`src/hw/fb_cfg.svh`:
```
//////////////////////////////
// timing is for a 480x272 RGB LCD panel, porches in pixel clocks
// the framebuffer is 1 bit per pixel and sits at the top left corner
//////////////////////////////

`ifndef FB_CFG_SVH
`define FB_CFG_SVH

// horizontal timing in pixels
`define FB_H_ACTIVE 480
`define FB_H_FP     8   // front porch
`define FB_H_SYNC   4
`define FB_H_BP     39  // back porch

// vertical timing in lines
`define FB_V_ACTIVE 272
`define FB_V_FP     4
`define FB_V_SYNC   4
`define FB_V_BP     12

// framebuffer size
`define FB_WIDTH    160
`define FB_HEIGHT   120
`define FB_PIXELS   (`FB_WIDTH * `FB_HEIGHT)  // 19200
`define FB_ADDRW    15  // wide enough for FB_PIXELS

`define FB_CORDW    16  // signed screen coordinate width

// address register plus bram output register
`define FB_LAT      2

`endif

```
`src/hw/fb_pkg.sv`:
```
//////////////////////////////
// coordinate and address types shared by the display blocks
//////////////////////////////

`default_nettype none

`include "fb_cfg.svh"

package fb_pkg;

	// screen position, negative during blanking
	typedef logic signed [`FB_CORDW-1:0] coord_t;

	// pixel index into the framebuffer, row major
	typedef logic [`FB_ADDRW-1:0] fb_addr_t;

endpackage

`default_nettype wire

```
`src/hw/fb_scanout.sv`:
```
//////////////////////////////
// reads FB_LAT pixels ahead so ram data meets its screen position
// outputs are registered one clock behind the timing signals
//////////////////////////////

`default_nettype none

`include "fb_cfg.svh"

module fb_scanout (
	input  wire logic clk_pix,
	input  wire logic reset,
	input  wire fb_pkg::coord_t sx,
	input  wire fb_pkg::coord_t sy,
	input  wire logic hsync,
	input  wire logic vsync,
	input  wire logic de,
	input  wire logic frame,
	output fb_pkg::fb_addr_t addr_read,
	input  wire logic pixel,          // ram data for addr_read of last cycle
	output logic vga_hsync,
	output logic vga_vsync,
	output logic vga_de,
	output logic [4:0] vga_r,
	output logic [5:0] vga_g,
	output logic [4:0] vga_b
	);

	// framebuffer window and the read window ahead of it
	localparam fb_pkg::coord_t FB_W     = fb_pkg::coord_t'(`FB_WIDTH);
	localparam fb_pkg::coord_t FB_H     = fb_pkg::coord_t'(`FB_HEIGHT);
	localparam fb_pkg::coord_t RD_X_STA = fb_pkg::coord_t'(-`FB_LAT);
	localparam fb_pkg::coord_t RD_X_END = fb_pkg::coord_t'(`FB_WIDTH - `FB_LAT);

	localparam logic [4:0] WHITE_R = 5'h1e;  // full scale 4 bit white shifted up
	localparam logic [5:0] WHITE_G = 6'h3c;
	localparam logic [4:0] WHITE_B = 5'h1e;

	logic read_fb;     // address steps this cycle
	logic paint_area;  // sx, sy inside the framebuffer
	logic paint_on;    // white pixel

	// read address is one of the FB_LAT stages
	always_ff @(posedge clk_pix) begin
		if (reset) begin
			read_fb   <= 1'b0;
			addr_read <= '0;
		end else begin
			read_fb <= (sy >= 0 && sy < FB_H && sx >= RD_X_STA && sx < RD_X_END);
			if (frame) begin
				addr_read <= '0;  // back to top left
			end else if (read_fb) begin
				addr_read <= addr_read + fb_pkg::fb_addr_t'(1);
			end
		end
	end

	always_comb begin
		paint_area = (sy >= 0 && sy < FB_H && sx >= 0 && sx < FB_W);
		paint_on   = paint_area && pixel;  // black outside window
	end

	// panel outputs
	always_ff @(posedge clk_pix) begin
		if (reset) begin
			vga_hsync <= 1'b1;  // inactive
			vga_vsync <= 1'b1;
			vga_de    <= 1'b0;
			vga_r     <= '0;
			vga_g     <= '0;
			vga_b     <= '0;
		end else begin
			vga_hsync <= hsync;
			vga_vsync <= vsync;
			vga_de    <= de;
			vga_r     <= (de && paint_on) ? WHITE_R : 5'h00;  // black in blanking
			vga_g     <= (de && paint_on) ? WHITE_G : 6'h00;
			vga_b     <= (de && paint_on) ? WHITE_B : 5'h00;
		end
	end

	// a whole frame must read every pixel exactly once
	a_frame_reads: assert property (@(posedge clk_pix) disable iff (reset)
		frame ##1 frame[->1] |-> addr_read == `FB_PIXELS)
		else $error("frame ended with read address %0d", addr_read);

endmodule

`default_nettype wire

```
`config.mk`:
```
export PLATFORM = sky130hd
export DESIGN_NAME = fb_scanout
export DESIGN_NICKNAME = d
export VERILOG_FILES = /design/src/hw/fb_pkg.sv /design/src/hw/fb_scanout.sv
export VERILOG_INCLUDE_DIRS = /design/src /design/src/hw
export SDC_FILE = /design/constraint.sdc
export NUM_CORES = 1
export LEC_CHECK = 0
export ABC_AREA = 1
export BUFFER_PORTS_ARGS = -buffer_cell sky130_fd_sc_hd__buf_4
export CAP_MARGIN = 20
export CORE_ASPECT_RATIO = 0.9
export CORE_MARGIN = 1
export CORE_UTILIZATION = 46
export CTS_CLUSTER_DIAMETER = 100
export DETAILED_ROUTE_END_ITERATION = 16
export PLACE_DENSITY = 0.85
export SKIP_CTS_REPAIR_TIMING = 1
export SYNTH_ARGS = -nofsm -noshare
export SYNTH_HDL_FRONTEND = slang
export SYNTH_SLANG_ARGS = --single-unit
```
`constraint.sdc`:
```
create_clock -name clk_pix -period 2.4 [get_ports clk_pix]
set_input_delay 0.24 -clock clk_pix [delete_from_list [all_inputs] [get_ports clk_pix]]
set_output_delay 0.24 -clock clk_pix [all_outputs]
set_load 0.01 [all_outputs]
```
==> qor.csv <==
stage;metric;value;unit
run_status;status;completed;
power;Total Power;0.570;mW
finish;register cell area after layout;400;µm²
global_routing;grt ovf;0;
place;Final HPWL DP;2.06;mm
route;Routed wire per std cell;9.16;µm
power;Power Dens Cells;349;mW/mm²
place;PortBufs;64;
clock_network;CTS sink cnt;20;
logic_synthesis;Synth top cells by count;nand2_1 (43), nor2_1 (36), dfxtp_1 (20);
logic_synthesis;Synth top area share;0.334;
logic_synthesis;EDFF count, synth;0;
critical_path;crit-path max FO;8;
critical_path;Setup crit start kind;register;
global_routing;largest net degree at the start of global routing;14;
timing;period utilization;0.565;
global_routing;GRT Total Usage;0.186;
timing;post-route minimum period;1.36;ns
critical_path;Critical Path RT;2.61;ns
route;final wirelength;2.41;mm
logic_synthesis;sequential element share of the synthesized area;0.334;
finish;# fillers;232;
die;floorplan row count;17;
die;Die Span Y;50.4;µm
route;first drt pass iteration count;4;
power;Sw Share;0.226;
global_routing;vias in the first global route;1064;
power;Switch Pwr;0.129;mW
timing;final hold violations;0;
logic_synthesis;synth unique cells;21;
critical_path;Setup Crit Path Kind;register to register;
clock_network;Inserted Clock Buffers;3;
timing;RSZ-0062 raised after global routing;no;
finish;final net count;277;
clock_network;Max Buffers Root-to-Sink;2;
die;num ports;73;
die;die width;55.8;µm
clock_network;CTS tree;yes;
job;Max Cap Viol;0;
finish;area of the multi-input gates;617;µm²
power;combinational share of power;0.136;
timing;Fin Clk Skew;0.00482;ns
route;via count;1237;
critical_path;Worst Setup End Kind;register;
timing;Final setup viols;0;
timing;FMAX;0.738;GHz
die;Initial Util;0.486;
logic_synthesis;most frequent cell after synthesis;nand2_1;
clock_network;Root Buffer;clkbuf_4;
clock_network;CTS H-tree depth;1;
logic_synthesis;#FFs+latches synth;20;
critical_path;CP Data Arrival Time;1.56;ns
power;clock share of power;0.276;
logic_synthesis;cells after synthesis;181;
global_routing;initial antenna violation count;0;
power;Lkg Pwr;0.738;nW
route;via-per-instance ratio;4.70;
place;GPL Wtd Cong;0.737;
logic_synthesis;synth top area cells;dfxtp_1 (33%), nand2_1 (13%), nor2_1 (11%);
power;Reg power frac;0.588;
logic_synthesis;Async SR Flop Fraction;0;
logic_synthesis;yosys synthesis warning count;0;
timing;Slew Limit Fails;0;
clock_network;clock slew seen by the registers of the worst setup and hold paths;0.11;ns
logic_synthesis;Synth Cell Area;0.00120;mm²
power;Internal Power;0.441;mW
finish;Layout area overhead;36.0;%
logic_synthesis;Yosys top cell by area;dfxtp_1;
finish;Antenna Cells;0;
route;DRC;0;
die;die area;0.00281;mm²
route;drt first-iter violations;22;
global_routing;global-route wire length before repair;4.17;mm
logic_synthesis;mean post-synth cell area;6.62;µm²
power;Max VDD drop;0.000347;V
route;post-route ant nets;0;
finish;layout cells sized above 1;0.340;
clock_network;Clk Latency, worst-skew pair;0.30;ns
die;area of the core;0.00247;mm²
worst_hold_path;Min-Delay Path Class;primary input to register;
logic_synthesis;Most used DFF post-synth;dfxtp_1;
timing;total negative setup slack;0;ns
[sequential cells by signal, summed over array words and instances, names as in the netlist]
register and count:
addr_read 15, read_fb 1, vga_b 1, vga_de 1, vga_hsync 1, vga_vsync 1
[layer usage]
metal,global-route usage,up-vias,wire length [µm],share of wire
li1,-,658,-,-
met1,0.199,533,1010,0.42
met2,0.341,40,1190,0.49
met3,0.0670,6,162,0.067
met4,0.0583,0,43,0.018
met5,0,-,0,0
[worst paths after layout]
path,from,end,slack (ns),depth (start not counted)
hold / removal,vsync,vga_vsync,0.12,2
hold reg to reg,addr_read[1],addr_read[1],0.52,2
setup reg to reg,addr_read[0],addr_read[12],1.04,6
setup / recovery,addr_read[0],addr_read[12],1.04,6
[cell type report]
class / count / share of cell area
clock buffer: 3 / 0.0138
inverter: 18 / 0.0414
multi-input combinational: 129 / 0.378
sequential: 20 / 0.246
tap: 28 / 0.0215
timing repair buffer: 65 / 0.299
[worst max-delay path, stage by stage (launching register included)]
cell and delay (ns):
dfxtp_1 0.42, ha_1 0.23, nand3_1 0.13, nor2_4 0.20
nand2_1 0.07, o21ai_0 0.14, nor2_1 0.07
[cells by family after synthesis]
kind of cell,after synthesis,share of synthesized area
AOI/OAI and AO/OA,11,0.0470
xor gates and xnor gates,1,0.00731
adders and majority gates,1,0.0104
buffers and inverters,35,0.161
DFF,20,0.334
other,1,0.00313
and+or+nand+nor,112,0.437
[through the flow]
| stage | hold slack (ns) | utilization | cells | setup WS, ns | cell area (µm²) |
|---|---|---|---|---|---|
| 2_1_floorplan | 0.344 | - | 184 | 1.10 | 1210 |
| 3_3_place_gp | 0.425 | 0.652 | 260 | 1.07 | 1610 |
| 3_5_place_dp | 0.428 | 0.652 | 260 | 1.06 | 1610 |
| 4_1_cts | 0.113 | 0.661 | 263 | 1.04 | 1630 |
| 5_1_grt | 0.104 | 0.661 | 263 | 0.896 | 1630 |
| 6_report | 0.117 | 0.661 | 263 | 1.04 | 1630 |
[layout by cell type, fill, tap and decap left out, drive strengths merged]
cell type / n
nand3: 16
xor2: 1
inv: 18
or2: 3
nor3b: 1
buf: 65
clkbuf: 3
nand2: 43
o21ai: 3
a31oi: 1
dfxtp: 20
a21oi: 7
nor3: 2
conb: 4
nand4: 6
ha: 1
nor2: 41
[power by group through the flow]
stage          sequential, mW  combinational [mW]  clock [mW]
2_1_floorplan           0.344              0.0287           0
3_3_place_gp            0.343              0.0764           0
3_5_place_dp            0.343              0.0781           0
4_1_cts                 0.335              0.0781       0.161
5_1_grt                 0.335              0.0866       0.176
6_report                0.335              0.0773       0.157
Note: power is estimated with default switching activity, not from simulation.
