--- src/hw/fb_cfg.svh ---
//////////////////////////////
// timing is for a 480x272 RGB LCD panel, porches in pixel clocks
// the framebuffer is 1 bit per pixel and sits at the top left corner
//////////////////////////////

`ifndef FB_CFG_SVH
`define FB_CFG_SVH

// horizontal timing in pixels
`define FB_H_ACTIVE 480
`define FB_H_FP     8   // front porch
`define FB_H_SYNC   4
`define FB_H_BP     39  // back porch

// vertical timing in lines
`define FB_V_ACTIVE 272
`define FB_V_FP     4
`define FB_V_SYNC   4
`define FB_V_BP     12

// framebuffer size
`define FB_WIDTH    160
`define FB_HEIGHT   120
`define FB_PIXELS   (`FB_WIDTH * `FB_HEIGHT)  // 19200
`define FB_ADDRW    15  // wide enough for FB_PIXELS

`define FB_CORDW    16  // signed screen coordinate width

// address register plus bram output register
`define FB_LAT      2

`endif

--- src/hw/fb_pkg.sv ---
//////////////////////////////
// coordinate and address types shared by the display blocks
//////////////////////////////

`default_nettype none

`include "fb_cfg.svh"

package fb_pkg;

	// screen position, negative during blanking
	typedef logic signed [`FB_CORDW-1:0] coord_t;

	// pixel index into the framebuffer, row major
	typedef logic [`FB_ADDRW-1:0] fb_addr_t;

endpackage

`default_nettype wire

--- src/hw/fb_apb_writer.sv ---
//////////////////////////////
// write only, no wait states; paddr word index is the pixel index
// pwdata bit 0 is the pixel, reads and bad writes answer with pslverr
//////////////////////////////

`default_nettype none

`include "fb_cfg.svh"

module fb_apb_writer (
	input  wire logic clk_pix,
	input  wire logic reset,
	input  wire logic psel,
	input  wire logic penable,
	input  wire logic pwrite,
	input  wire logic [31:0] paddr,
	input  wire logic [31:0] pwdata,
	output logic pready,
	output logic [31:0] prdata,
	output logic pslverr,
	output logic we,                    // framebuffer write strobe
	output fb_pkg::fb_addr_t addr_write,
	output logic data_in
	);

	logic setup;     // first cycle of a transfer
	logic aligned;   // byte offset zero
	logic in_range;  // pixel index inside the buffer
	logic bad;       // transfer to refuse

	always_comb begin
		setup    = psel && !penable;
		aligned  = (paddr[1:0] == 2'b00);
		in_range = (paddr[31:2] < `FB_PIXELS);
		bad      = !pwrite || !aligned || !in_range;
	end

	// response lands in the access phase, built from setup values
	always_ff @(posedge clk_pix) begin
		if (reset) begin
			pready  <= 1'b0;
			pslverr <= 1'b0;
			we      <= 1'b0;
		end else begin
			pready  <= setup;         // every access phase is one cycle
			pslverr <= setup && bad;
			we      <= setup && !bad;  // write lands at end of access phase
		end
	end

	// address and data held for the access phase
	always_ff @(posedge clk_pix) begin
		if (setup) begin
			addr_write <= paddr[2 +: `FB_ADDRW];  // word index
			data_in    <= pwdata[0];
		end
	end

	assign prdata = '0;  // nothing to read back

	// access phase only ever follows a setup phase
	a_apb_setup: assert property (@(posedge clk_pix) disable iff (reset)
		$rose(penable) |-> $past(psel))
		else $error("penable rose without a setup phase");

endmodule

`default_nettype wire

--- config.mk ---
export PLATFORM = sky130hd
export DESIGN_NAME = fb_apb_writer
export DESIGN_NICKNAME = d
export VERILOG_FILES = /design/src/hw/fb_pkg.sv /design/src/hw/fb_apb_writer.sv
export VERILOG_INCLUDE_DIRS = /design/src /design/src/hw
export SDC_FILE = /design/constraint.sdc
export NUM_CORES = 1
export LEC_CHECK = 0
export ABC_AREA = 1
export BUFFER_PORTS_ARGS = -buffer_cell sky130_fd_sc_hd__buf_4
export CAP_MARGIN = 0
export CORE_ASPECT_RATIO = 0.8
export CORE_MARGIN = 4
export CORE_UTILIZATION = 33
export DETAILED_ROUTE_END_ITERATION = 10
export GPL_ROUTABILITY_DRIVEN = 0
export PLACE_DENSITY_LB_ADDON = 0.2
export SLEW_MARGIN = 5
export SYNTH_ARGS = -nofsm -noshare
export SYNTH_HDL_FRONTEND = slang
export SYNTH_SLANG_ARGS = --single-unit
--- constraint.sdc ---
create_clock -name clk_pix -period 2 [get_ports clk_pix]
set_input_delay 0.1 -clock clk_pix [delete_from_list [all_inputs] [get_ports clk_pix]]
set_output_delay 0.1 -clock clk_pix [all_outputs]
set_load 0.005 [all_outputs]
==> results by group, run 1 <==
Floorplan
  – Rows: 16
  – Ports: 120
  – Die span in x: 67.1 um
  – Core Box Area: 0.00256 sq mm
  – Initial Utilization: 35.9%
  – Die ar.: 0.00371 sq mm
  – Die Y: 55.3 um

Clock tree
  – Clk root buf: clkbuf_4
  – # H-tree levels: 1
  – Post-CTS Setup Inserts: 0
  – TritonCTS buffer count: 3
  – Clk slew on worst S/H paths: around 0.09 ns
  – CTS tree: built
  – Worst-case clock buffer depth: 2
  – CTS Sinks: 19

Flow run
  – Maximum Capacitance Violations: 0

Detailed routing
  – WL met1: between 700 and 800 um
  – Initial DRC Count: 17
  – Met3 routed WL: 309 um
  – First-pass detailed-route iteration total: 3
  – Routed vias/inst: approximately 3.7
  – Vias: around 730
  – Drt wl/cell: 10.2 um
  – WL final: 1990 um
  – Max Used Layer: met3
  – DRC viols: 0
  – Detail Route Antenna Nets: 0
  – Met2 WL: ~960 um

Min path
  – Hold Crit Class: in -> reg

Power
  – Power per cell area: around 550 mW/mm^2
  – Leakage: around 0.71 nW
  – Max IR drop VDD: 0.181 mV

Timing
  – Max Slew Vio Count: 0
  – Fin. Hold Viols: 0
  – Unrepaired setup endpoints after global routing: false
  – Total Negative Setup Slacks: 0 ns
  – Tmin final: 1.02 ns
  – Final setup fails: 0
  – Setup ws final: 0.980 ns
  – Max Fclk: 980 MHz
  – Final Cycle Share: 51.0%

GRT
  – Initial antenna violation count: 0
  – Gr ovfl total: 0
  – Global-route wire length before repair: 2830 um
  – Vias in the first global route: 606
  – Global Route Usage Sum: 10.1%
  – Largest net degree at the start of global routing: 18

Logic synthesis
  – Mean post-synth cell area: about 11 sq um
  – Synth area leaders: edfxtp_1 (52%), buf_4 (26%), dfxtp_1 (6.5%), nor2_1 (4.9%), nand2_1 (3.3%)
  – Sequential area share after synthesis: between 50% and 60%
  – Post-synth cell types: 14
  – Yosys top cell by area: edfxtp_1
  – Syn. warnings: 0
  – Yosys reg bits: 19
  – Synth Cell Area: 921 sq um
  – Top-area cell type share of the netlist area: ~52%
  – Post-Synthesis Cells: 84

Cells and area
  – Design Area, Final: between 0.001 and 0.0015 sq mm
  – # diodes: 0
  – Share of cells above drive strength 1: 39.4%
  – Final net count: 230
  – Synth-to-Final Area Change: 58.3%
  – Final Core Density: 56.9%

Critical path
  – Crit path max fanout: 2
  – CP peak stage delay: 0.53 ns
  – Setup crit end: pslverr
  – Endpoint class of the critical path: register
  – Critical path class: in -> reg
  – Cell Chain, Critical Path: dlygate4sd3_1, buf_4, inv_1, nand2_1, nand2_1, a21oi_1, nor2_1, nor2_1
  – Crit path DAT: 1.25 ns
  – CP required: 2.23 ns
  – CP startpoint: paddr[12]
  – CP max-delay cell: dlygate4sd3_1
  – Startpoint class of the critical path: input port

Placed design
  – Dpl hpwl: 1600 um
  – Pre-CTS setup slack: 1.07 ns
  – IO buf count: 56
  – Placed Instance Area: 0.00127 sq mm

Status
  – Status: finished clean
==> worst max-delay path: cells and delay by family <==
kind | cells | cell delay (ns)
simple gates | 4 | 0.26
compound gates | 1 | 0.21
buf+inv | 3 | 0.69
==> routing by layer <==
layer  up-vias  GRT usage [%]
met2        54           16.4
met1       317           12.0
met4         0           3.47
li1        355              -
met3         0           3.65
met5         -              0
==> per-stage QoR <==
stage | hold slack, ns | std cells | power (mW)
after detailed placement | 0.280 | 176 | 0.600
final | 0.126 | 196 | 0.803
after global placement | 0.279 | 176 | 0.598
after floorplan | 0.199 | 115 | 0.549
after CTS | 0.112 | 196 | 0.815
after global routing | 0.113 | 196 | 0.855
==> worst min path at each step <==
stage                     startpoint  cells past startpoint       endpoint  slack (ns)
final                          reset                      4         pready        0.13
after global routing           reset                      4         pready        0.11
after CTS                      reset                      4         pready        0.11
after detailed placement    paddr[9]                      1  addr_write[7]        0.28
after global placement      paddr[4]                      1  addr_write[2]        0.28
after floorplan             paddr[2]                      0  addr_write[0]        0.20
==> layout make-up <==
cell class              instances  area [sq um]
clock buffers                   3          22.5
well taps                      36          45.0
inverters                       6          22.5
multi-input cells              58           234
repair buffers                 73           588
clock inverters                 1          5.00
fillers                       241          1100
flip-flops and latches         19           541
==> cells by family after synthesis <==
logic type / share of synthesized area, %
flops: 58.7
simple gates: 11.8
compound gates: 0.543
buf+inv: 28.5
other cells: 0.407
==> power by group <==
part	internal [mW]	leakage, nW	total (mW)	switching [mW]
registers	0.455	0.175	0.461	0.00617
logic	0.0981	0.517	0.155	0.0569
clock network	0.0742	0.0177	0.187	0.112
total	0.627	0.710	0.803	0.175
==> flip-flops by register name, summed over array words and instances (netlist names) <==
| register | cells |
|---|---|
| addr_write | 15 |
| data_in | 1 |
| pready | 1 |
| pslverr | 1 |
| we | 1 |
==> layout by cell type (no fill, tap or decap), drive strengths merged <==
master / Yosys / routed
conb: 1 / 32
edfxtp: 16 / 16
clkinv: 2 / 3
nand3: 1 / 1
dfxtp: 3 / 3
dlygate4sd3: 0 / 16
buf: 32 / 57
a21oi: 1 / 1
nor2: 13 / 13
clkbuf: 0 / 3
inv: 4 / 4
nor3: 1 / 1
or2: 2 / 2
nand2: 8 / 8
==> synth_stat cells (all sizes together) <==
cell     n
a21oi    1
edfxtp  16
nand3    1
nor3     1
nor2    13
conb     1
inv      4
or2      2
buf     32
dfxtp    3
nand2    8
clkinv   2
==> what timing repair did <==
| action | in CTS | in global routing |
|---|---|---|
| hold buffers | 16 | 0 |
| setup endpoints to repair | 0 | 0 |
| hold endpoints to repair | 16 | 0 |
| gates resized for setup | 0 | 0 |
Power figures use the tool's default switching activity.
==> run 2, diff against run 1 <==
Settings changed: ABC_AREA 1 to 0, CORE_UTILIZATION 33 to 31.
Clock period 2 ns to 0.95 ns, I/O delays scaled along.
==> results by group, run 2 <==
GRT
  – Largest net degree at the start of global routing: 11 (-7)
  – Met2 Usage GRT: 17.0% (+0.62 points)
  – M3 GR Usage: 2.20% (-1.5 points)
  – Met1 Use GR: 10.3% (-1.8 points)
  – Initial antenna violation count: 0 (unchanged)
  – Gr ovfl total: 0 (unchanged)
  – Global Route Usage Sum: 9.38% (-0.67 points)
  – Global-route wire length before repair: 2740 um (-3.2%)
  – Vias in the first global route: 660 (+8.9%)
  – Most Crowded Layer GR: met2

Logic synthesis
  – Yosys top cell by area: edfxtp_1
  – Yosys reg bits: 19 (unchanged)
  – Mean post-synth cell area: 13.8 sq um (+26%)
  – Top-area cell type share of the netlist area: 52.7% (+0.50 points)
  – Synth Cell Area: 912 sq um (-0.95%)
  – Synth area leaders: edfxtp_1 (53%), buf_4 (26%), dfxtp_1 (6.6%), nor4_2 (4.1%), nor4b_2 (3.3%)
  – Syn. warnings: 0 (unchanged)
  – Count leader, synth: buf_4
  – Sequential area share after synthesis: 59.3% (+0.56 points)
  – Ys async rst share: 0% (unchanged)
  – Post-synth EDFFs: 16 (unchanged)
  – Post-synth cell types: 14 (unchanged)
  – Post-synth top cells: buf_4 (32), edfxtp_1 (16), dfxtp_1 (3), nor4_2 (3)
  – Post-Synthesis Cells: 66 (-21%)
  – Main synth FF type: edfxtp_1

Power
  – Max IR drop VDD: 0.484 mV (+170%)
  – Power per cell area: 1230 mW/mm^2 (+120%)
  – Clock share of power: 28.9% (+5.7 points)
  – Part of the power in registers: 52.8% (-4.6 points)
  – Combinational share of power: 18.3% (-1.0 points)
  – Leakage: 0.682 nW (-4.0%)
  – Pint: 1.47 mW (+130%)
  – Sw frac: 19.9% (-2.0 points)
  – Psw: 365 uW (+110%)

Floorplan
  – Die Y: 56.5 um (+2.3%)
  – Ports: 120 (unchanged)
  – Rows: 17 (+1)
  – Die span in x: 68.6 um (+2.4%)
  – Initial Utilization: 32.7% (-3.2 points)
  – Die ar.: 0.00388 sq mm (+4.7%)
  – Core Box Area: 0.00279 sq mm (+8.7%)

Detailed routing
  – Detail Route Antenna Nets: 0 (unchanged)
  – Vias: 656 (-9.6%)
  – Drt wl/cell: 10.5 um (+3.1%)
  – Initial DRC Count: 32 (+15)
  – WL final: 1900 um (-4.8%)
  – First-pass detailed-route iteration total: 3 (unchanged)
  – DRC viols: 0 (unchanged)
  – Routed vias/inst: 3.62 (-2.2%)

Cells and area
  – Filler instances: 268 (+11%)
  – Final net count: 213 (-7.4%)
  – Top reg by flops: addr_write
  – Final Core Density: 53.7% (-3.2 points)
  – Max reg flops: 15 (unchanged)
  – Most frequent cells in the layout: buf_4 (57), conb_1 (32), edfxtp_1 (16), dlygate4sd3_1 (16)
  – Share of cells above drive strength 1: 47.6% (+8.2 points)
  – # diodes: 0 (unchanged)
  – Commonest non-fill, non-tap cell in the layout: buf_4
  – Synth-to-Final Area Change: 64.1%

Placed design
  – IO buf count: 56 (unchanged)
  – Pre-CTS setup slack: -0.0120 ns (-1.08 ns)
  – Dpl hpwl: 1580 um (-1.3%)

Timing
  – Final setup fails: 0 (unchanged)
  – Unrepaired setup endpoints after global routing: false
  – Setup ws final: 0.135 ns (-0.845 ns)
  – Tmin final: 0.815 ns
  – Final Cycle Share: a little under nine tenths
  – Fin. Hold Viols: 0 (unchanged)
  – Max Slew Vio Count: 0 (unchanged)
  – Max Fclk: roughly 1200 MHz

Clock tree
  – Post-CTS sizing: 0 (unchanged)
  – Worst-case clock buffer depth: 2 (unchanged)
  – CTS Sinks: 19 (unchanged)
  – TritonCTS buffer count: 3 (unchanged)
  – Clk slew on worst S/H paths: 0.07 ns (-0.02 ns)
  – # H-tree levels: 1 (unchanged)
  – Clk root buf: clkbuf_8
  – CTS tree: built

Critical path
  – Crit path max fanout: 1 (-1)
  – CP peak stage delay: 0.38 ns (-0.15 ns)
  – WP depth: 1 (-7)
  – Crit path DAT: 0.77 ns (-0.48 ns)
  – Cell Chain, Critical Path: buf_4
  – CP required: 0.90 ns (-1.33 ns)
  – Cell family with most CP delay: flip-flops
  – CP startpoint: addr_write[14]
  – Startpoint class of the critical path: register
  – Endpoint class of the critical path: primary output
  – WP buf/inv: 1 (-2)
  – Critical path class: reg -> out
  – CP max-delay cell: edfxtp_1

Min path
  – Hold Crit Class: in -> reg
  – Hold_sp: paddr[26]
  – WHS Path Cells: 4 (unchanged)

Status
  – Status: finished clean

Flow run
  – Maximum Capacitance Violations: 0 (unchanged)
-- run 2: cell count changes after synthesis, moves of 2 or more --
cell | previous run | this run
inv_1 | 4 | 0
nor4b_2 | 0 | 2
nand2_1 | 8 | 1
nor2_1 | 12 | 1
nor4_2 | 0 | 3
clkinv_1 | 2 | 0
-- run 2: worst paths after layout --
kind and endpoint:
min we, max addr_write[14]
-- run 2: power by group through the flow --
stage / combinational (mW) / clock [mW] / sequential [mW]
after floorplan: 0.154 / 0 / 0.997
after global placement: 0.283 / 0 / 0.989
after detailed placement: 0.285 / 0 / 0.990
after CTS: 0.337 / 0.552 / 0.972
after global routing: 0.373 / 0.593 / 0.973
final: 0.336 / 0.532 / 0.971
-- run 2: cells by family after synthesis --
kind of cell    Yosys count  share of synthesized area [%]
compound gates            3                           3.16
other cells               1                          0.411
flops                    19                           59.3
buf+inv                  32                           26.3
simple gates             11                           10.8
-- run 2: per-stage QoR --
stage | cells | power [mW] | cell area [sq um] | TNS (ns) | hold slack [ns]
after floorplan | 97 | 1.15 | 1040 | 0 | 0.146
after global placement | 161 | 1.27 | 1290 | 0 | 0.226
after detailed placement | 161 | 1.28 | 1290 | -0.0120 | 0.228
after CTS | 181 | 1.86 | 1500 | 0 | 0.102
after global routing | 181 | 1.94 | 1500 | 0 | 0.107
final | 181 | 1.84 | 1500 | 0 | 0.107
-- run 2: area by class of cell --
cell class                      instances  area [sq um]  share of cell area, %
Multi-Input combinational cell         46           255                   17.1
Clock buffer                            4          45.0                   3.01
Timing Repair Buffer                   74           608                   40.6
Tap cell                               38          47.5                   3.18
Sequential cell                        19           541                   36.1
-- run 2: repair_timing --
item / 4_1_cts / 5_1_grt
hold buffers: 16 / 0
buffers inserted: 0 / 0
endpoints found under the hold margin: 16 / 0
-- run 2: metal layers --
metal / up-vias / share of wire [%] / routed length [um]
li1: 319 / - / -
met1: 285 / 33 / 632
met2: 52 / 51 / 964
met3: 0 / 16 / 300
met4: 0 / 0 / 0
met5: - / 0 / 0
==> run 3, diff against run 2 <==
Settings changed: CORE_ASPECT_RATIO 0.8 to unset.
==> results by group, run 3 (synthesis gave the netlist of run 2 again) <==
Status
  – Status: finished clean

Critical path
  – Endpoint class of the critical path: primary output
  – CP required: 0.90 ns (about the same)
  – Crit path DAT: 0.84 ns (+0.07 ns)
  – WP depth: 1 (unchanged)
  – Startpoint class of the critical path: register
  – CP max-delay cell: edfxtp_1
  – Cell Chain, Critical Path: buf_4
  – Crit path max fanout: 1 (unchanged)
  – Critical path class: reg -> out
  – Cell family with most CP delay: flip-flops
  – CP peak stage delay: 0.40 ns (+0.02 ns)
  – WP buf/inv: 1 (unchanged)

Cells and area
  – Top reg by flops: addr_write
  – # diodes: 0 (unchanged)
  – Share of cells above drive strength 1: 47.6% (unchanged)
  – Design Area, Final: 0.00147 sq mm (-1.8%)
  – Max reg flops: 15 (unchanged)
  – Final net count: 213 (unchanged)
  – Commonest non-fill, non-tap cell in the layout: buf_4
  – Synth-to-Final Area Change: 61.0%
  – Filler instances: 258 (-3.7%)
  – Most frequent cells in the layout: buf_4 (57), conb_1 (32), edfxtp_1 (16), dlygate4sd3_1 (16)

Floorplan
  – Initial Utilization: 32.8% (+0.059 points)
  – Core Box Area: 0.00278 sq mm (-0.18%)
  – Ports: 120 (unchanged)
  – Die Y: 62.2 um (+10%)
  – Die ar.: 0.00387 sq mm (-0.13%)
  – Rows: 19 (+2)
  – Die span in x: 62.2 um (-9.3%)

Timing
  – Max Slew Vio Count: 0 (unchanged)
  – Final setup fails: 0 (unchanged)
  – Fin. Hold Viols: 0 (unchanged)
  – Fin Hold WS: 0.0409 ns (-0.0664 ns)
  – Total Negative Setup Slacks: 0 ns (unchanged)
  – Max Fclk: 1130 MHz (-7.9%)
  – Tmin final: 0.885 ns (+0.0703 ns)
  – Unrepaired setup endpoints after global routing: false
  – Final Cycle Share: 93.2% (+7.4 points)

Clock tree
  – # H-tree levels: 1 (unchanged)
  – Clk slew on worst S/H paths: 0.10 ns (+0.03 ns)
  – CTS Sinks: 19 (unchanged)
  – Post-CTS sizing: 0 (unchanged)
  – CTS tree: built
  – Worst-case clock buffer depth: 2 (unchanged)
  – TritonCTS buffer count: 3 (unchanged)
  – Clk root buf: clkbuf_4

GRT
  – Largest net degree at the start of global routing: 13 (+2)
  – Initial antenna violation count: 0 (unchanged)
  – Global Route Usage Sum: 8.94% (-0.44 points)
  – Gr ovfl total: 0 (unchanged)
  – Global-route wire length before repair: 2770 um (+0.99%)
  – Vias in the first global route: 635 (-3.8%)

Min path
  – Hold_sp: paddr[26]
  – Hold EP: we
  – WHS Path Cells: 4 (unchanged)
  – Hold Crit Class: in -> reg

Detailed routing
  – Vias: 663 (+1.1%)
  – DRC viols: 0 (unchanged)
  – First-pass detailed-route iteration total: 2 (-1)
  – Drt wl/cell: 10.9 um (+4.2%)
  – Routed vias/inst: 3.81 (+5.1%)
  – Initial DRC Count: 4 (-88%)
  – WL final: 1900 um (+0.16%)
  – Detail Route Antenna Nets: 0 (unchanged)

Power
  – Power per cell area: 1150 mW/mm^2 (-6.1%)
  – Leakage: 0.674 nW (-1.1%)
  – Max IR drop VDD: 0.726 mV (+50%)

Flow run
  – Maximum Capacitance Violations: 0 (unchanged)

Placed design
  – IO buf count: 56 (unchanged)
  – Placed Instance Area: 0.00128 sq mm (-0.68%)
==> run 3: cell count changes in the layout (fill, tap and decap cells not counted) <==
| cell | previous run | this run |
|---|---|---|
| clkbuf_4 | 0 | 3 |
| clkbuf_8 | 3 | 0 |
==> run 3: worst max-delay path by stage <==
stage / from / to / slack [ns]
after detailed placement: paddr[19] / pslverr / -0.03
after global routing: addr_write[10] / addr_write[10] / 0.02
after CTS: addr_write[10] / addr_write[10] / 0.03
final: addr_write[10] / addr_write[10] / 0.07
after floorplan: psel / we / 0.13
after global placement: paddr[19] / pslverr / -0.04
==> run 3: timing repair <==
item,CTS,global route
endpoints found under the hold margin,16,0
hold buffers,16,0
setup endpoints to repair,0,0
buffers inserted,0,0
==> run 3: metrics by stage <==
stage                     power [mW]  setup WS, ns  cells  utilization, %
final                           1.70        0.0650    174            52.8
after global routing            1.80        0.0203    174            52.8
after CTS                       1.73        0.0342    174            52.8
after detailed placement        1.28       -0.0269    154            46.1
after global placement          1.27       -0.0359    154            46.1
after floorplan                 1.15         0.131     97               -
==> run 3: tightest hold or removal path, cell delays in order <==
cell     delay, ns
buf_4         0.08
nor2_1        0.03
nand2_1       0.08
nor4b_2       0.05
==> run 3: area by class of cell <==
cell class	count	area, sq um	area share [%]
timing repair buffer	74	608	41.4
sequential	19	541	36.8
tap	31	38.8	2.64
clock buffer	4	26.3	1.79
multi-input combinational	46	255	17.4
==> run 3: layer usage <==
| metal | vias up | GRT usage, % | wire length (um) |
|---|---|---|---|
| met1 | 288 | 9.18 | 582 |
| met4 | 0 | 3.25 | 0 |
| li1 | 322 | - | - |
| met5 | - | 0 | 0 |
| met3 | 0 | 4.68 | 312 |
| met2 | 53 | 15.3 | 1010 |
==> run 3: report_power, final <==
part | internal, mW | switching (mW) | leakage [nW]
logic | 0.218 | 0.119 | 0.484
clock network | 0.163 | 0.224 | 0.0150
registers | 0.958 | 0.0126 | 0.175
total | 1.34 | 0.356 | 0.674
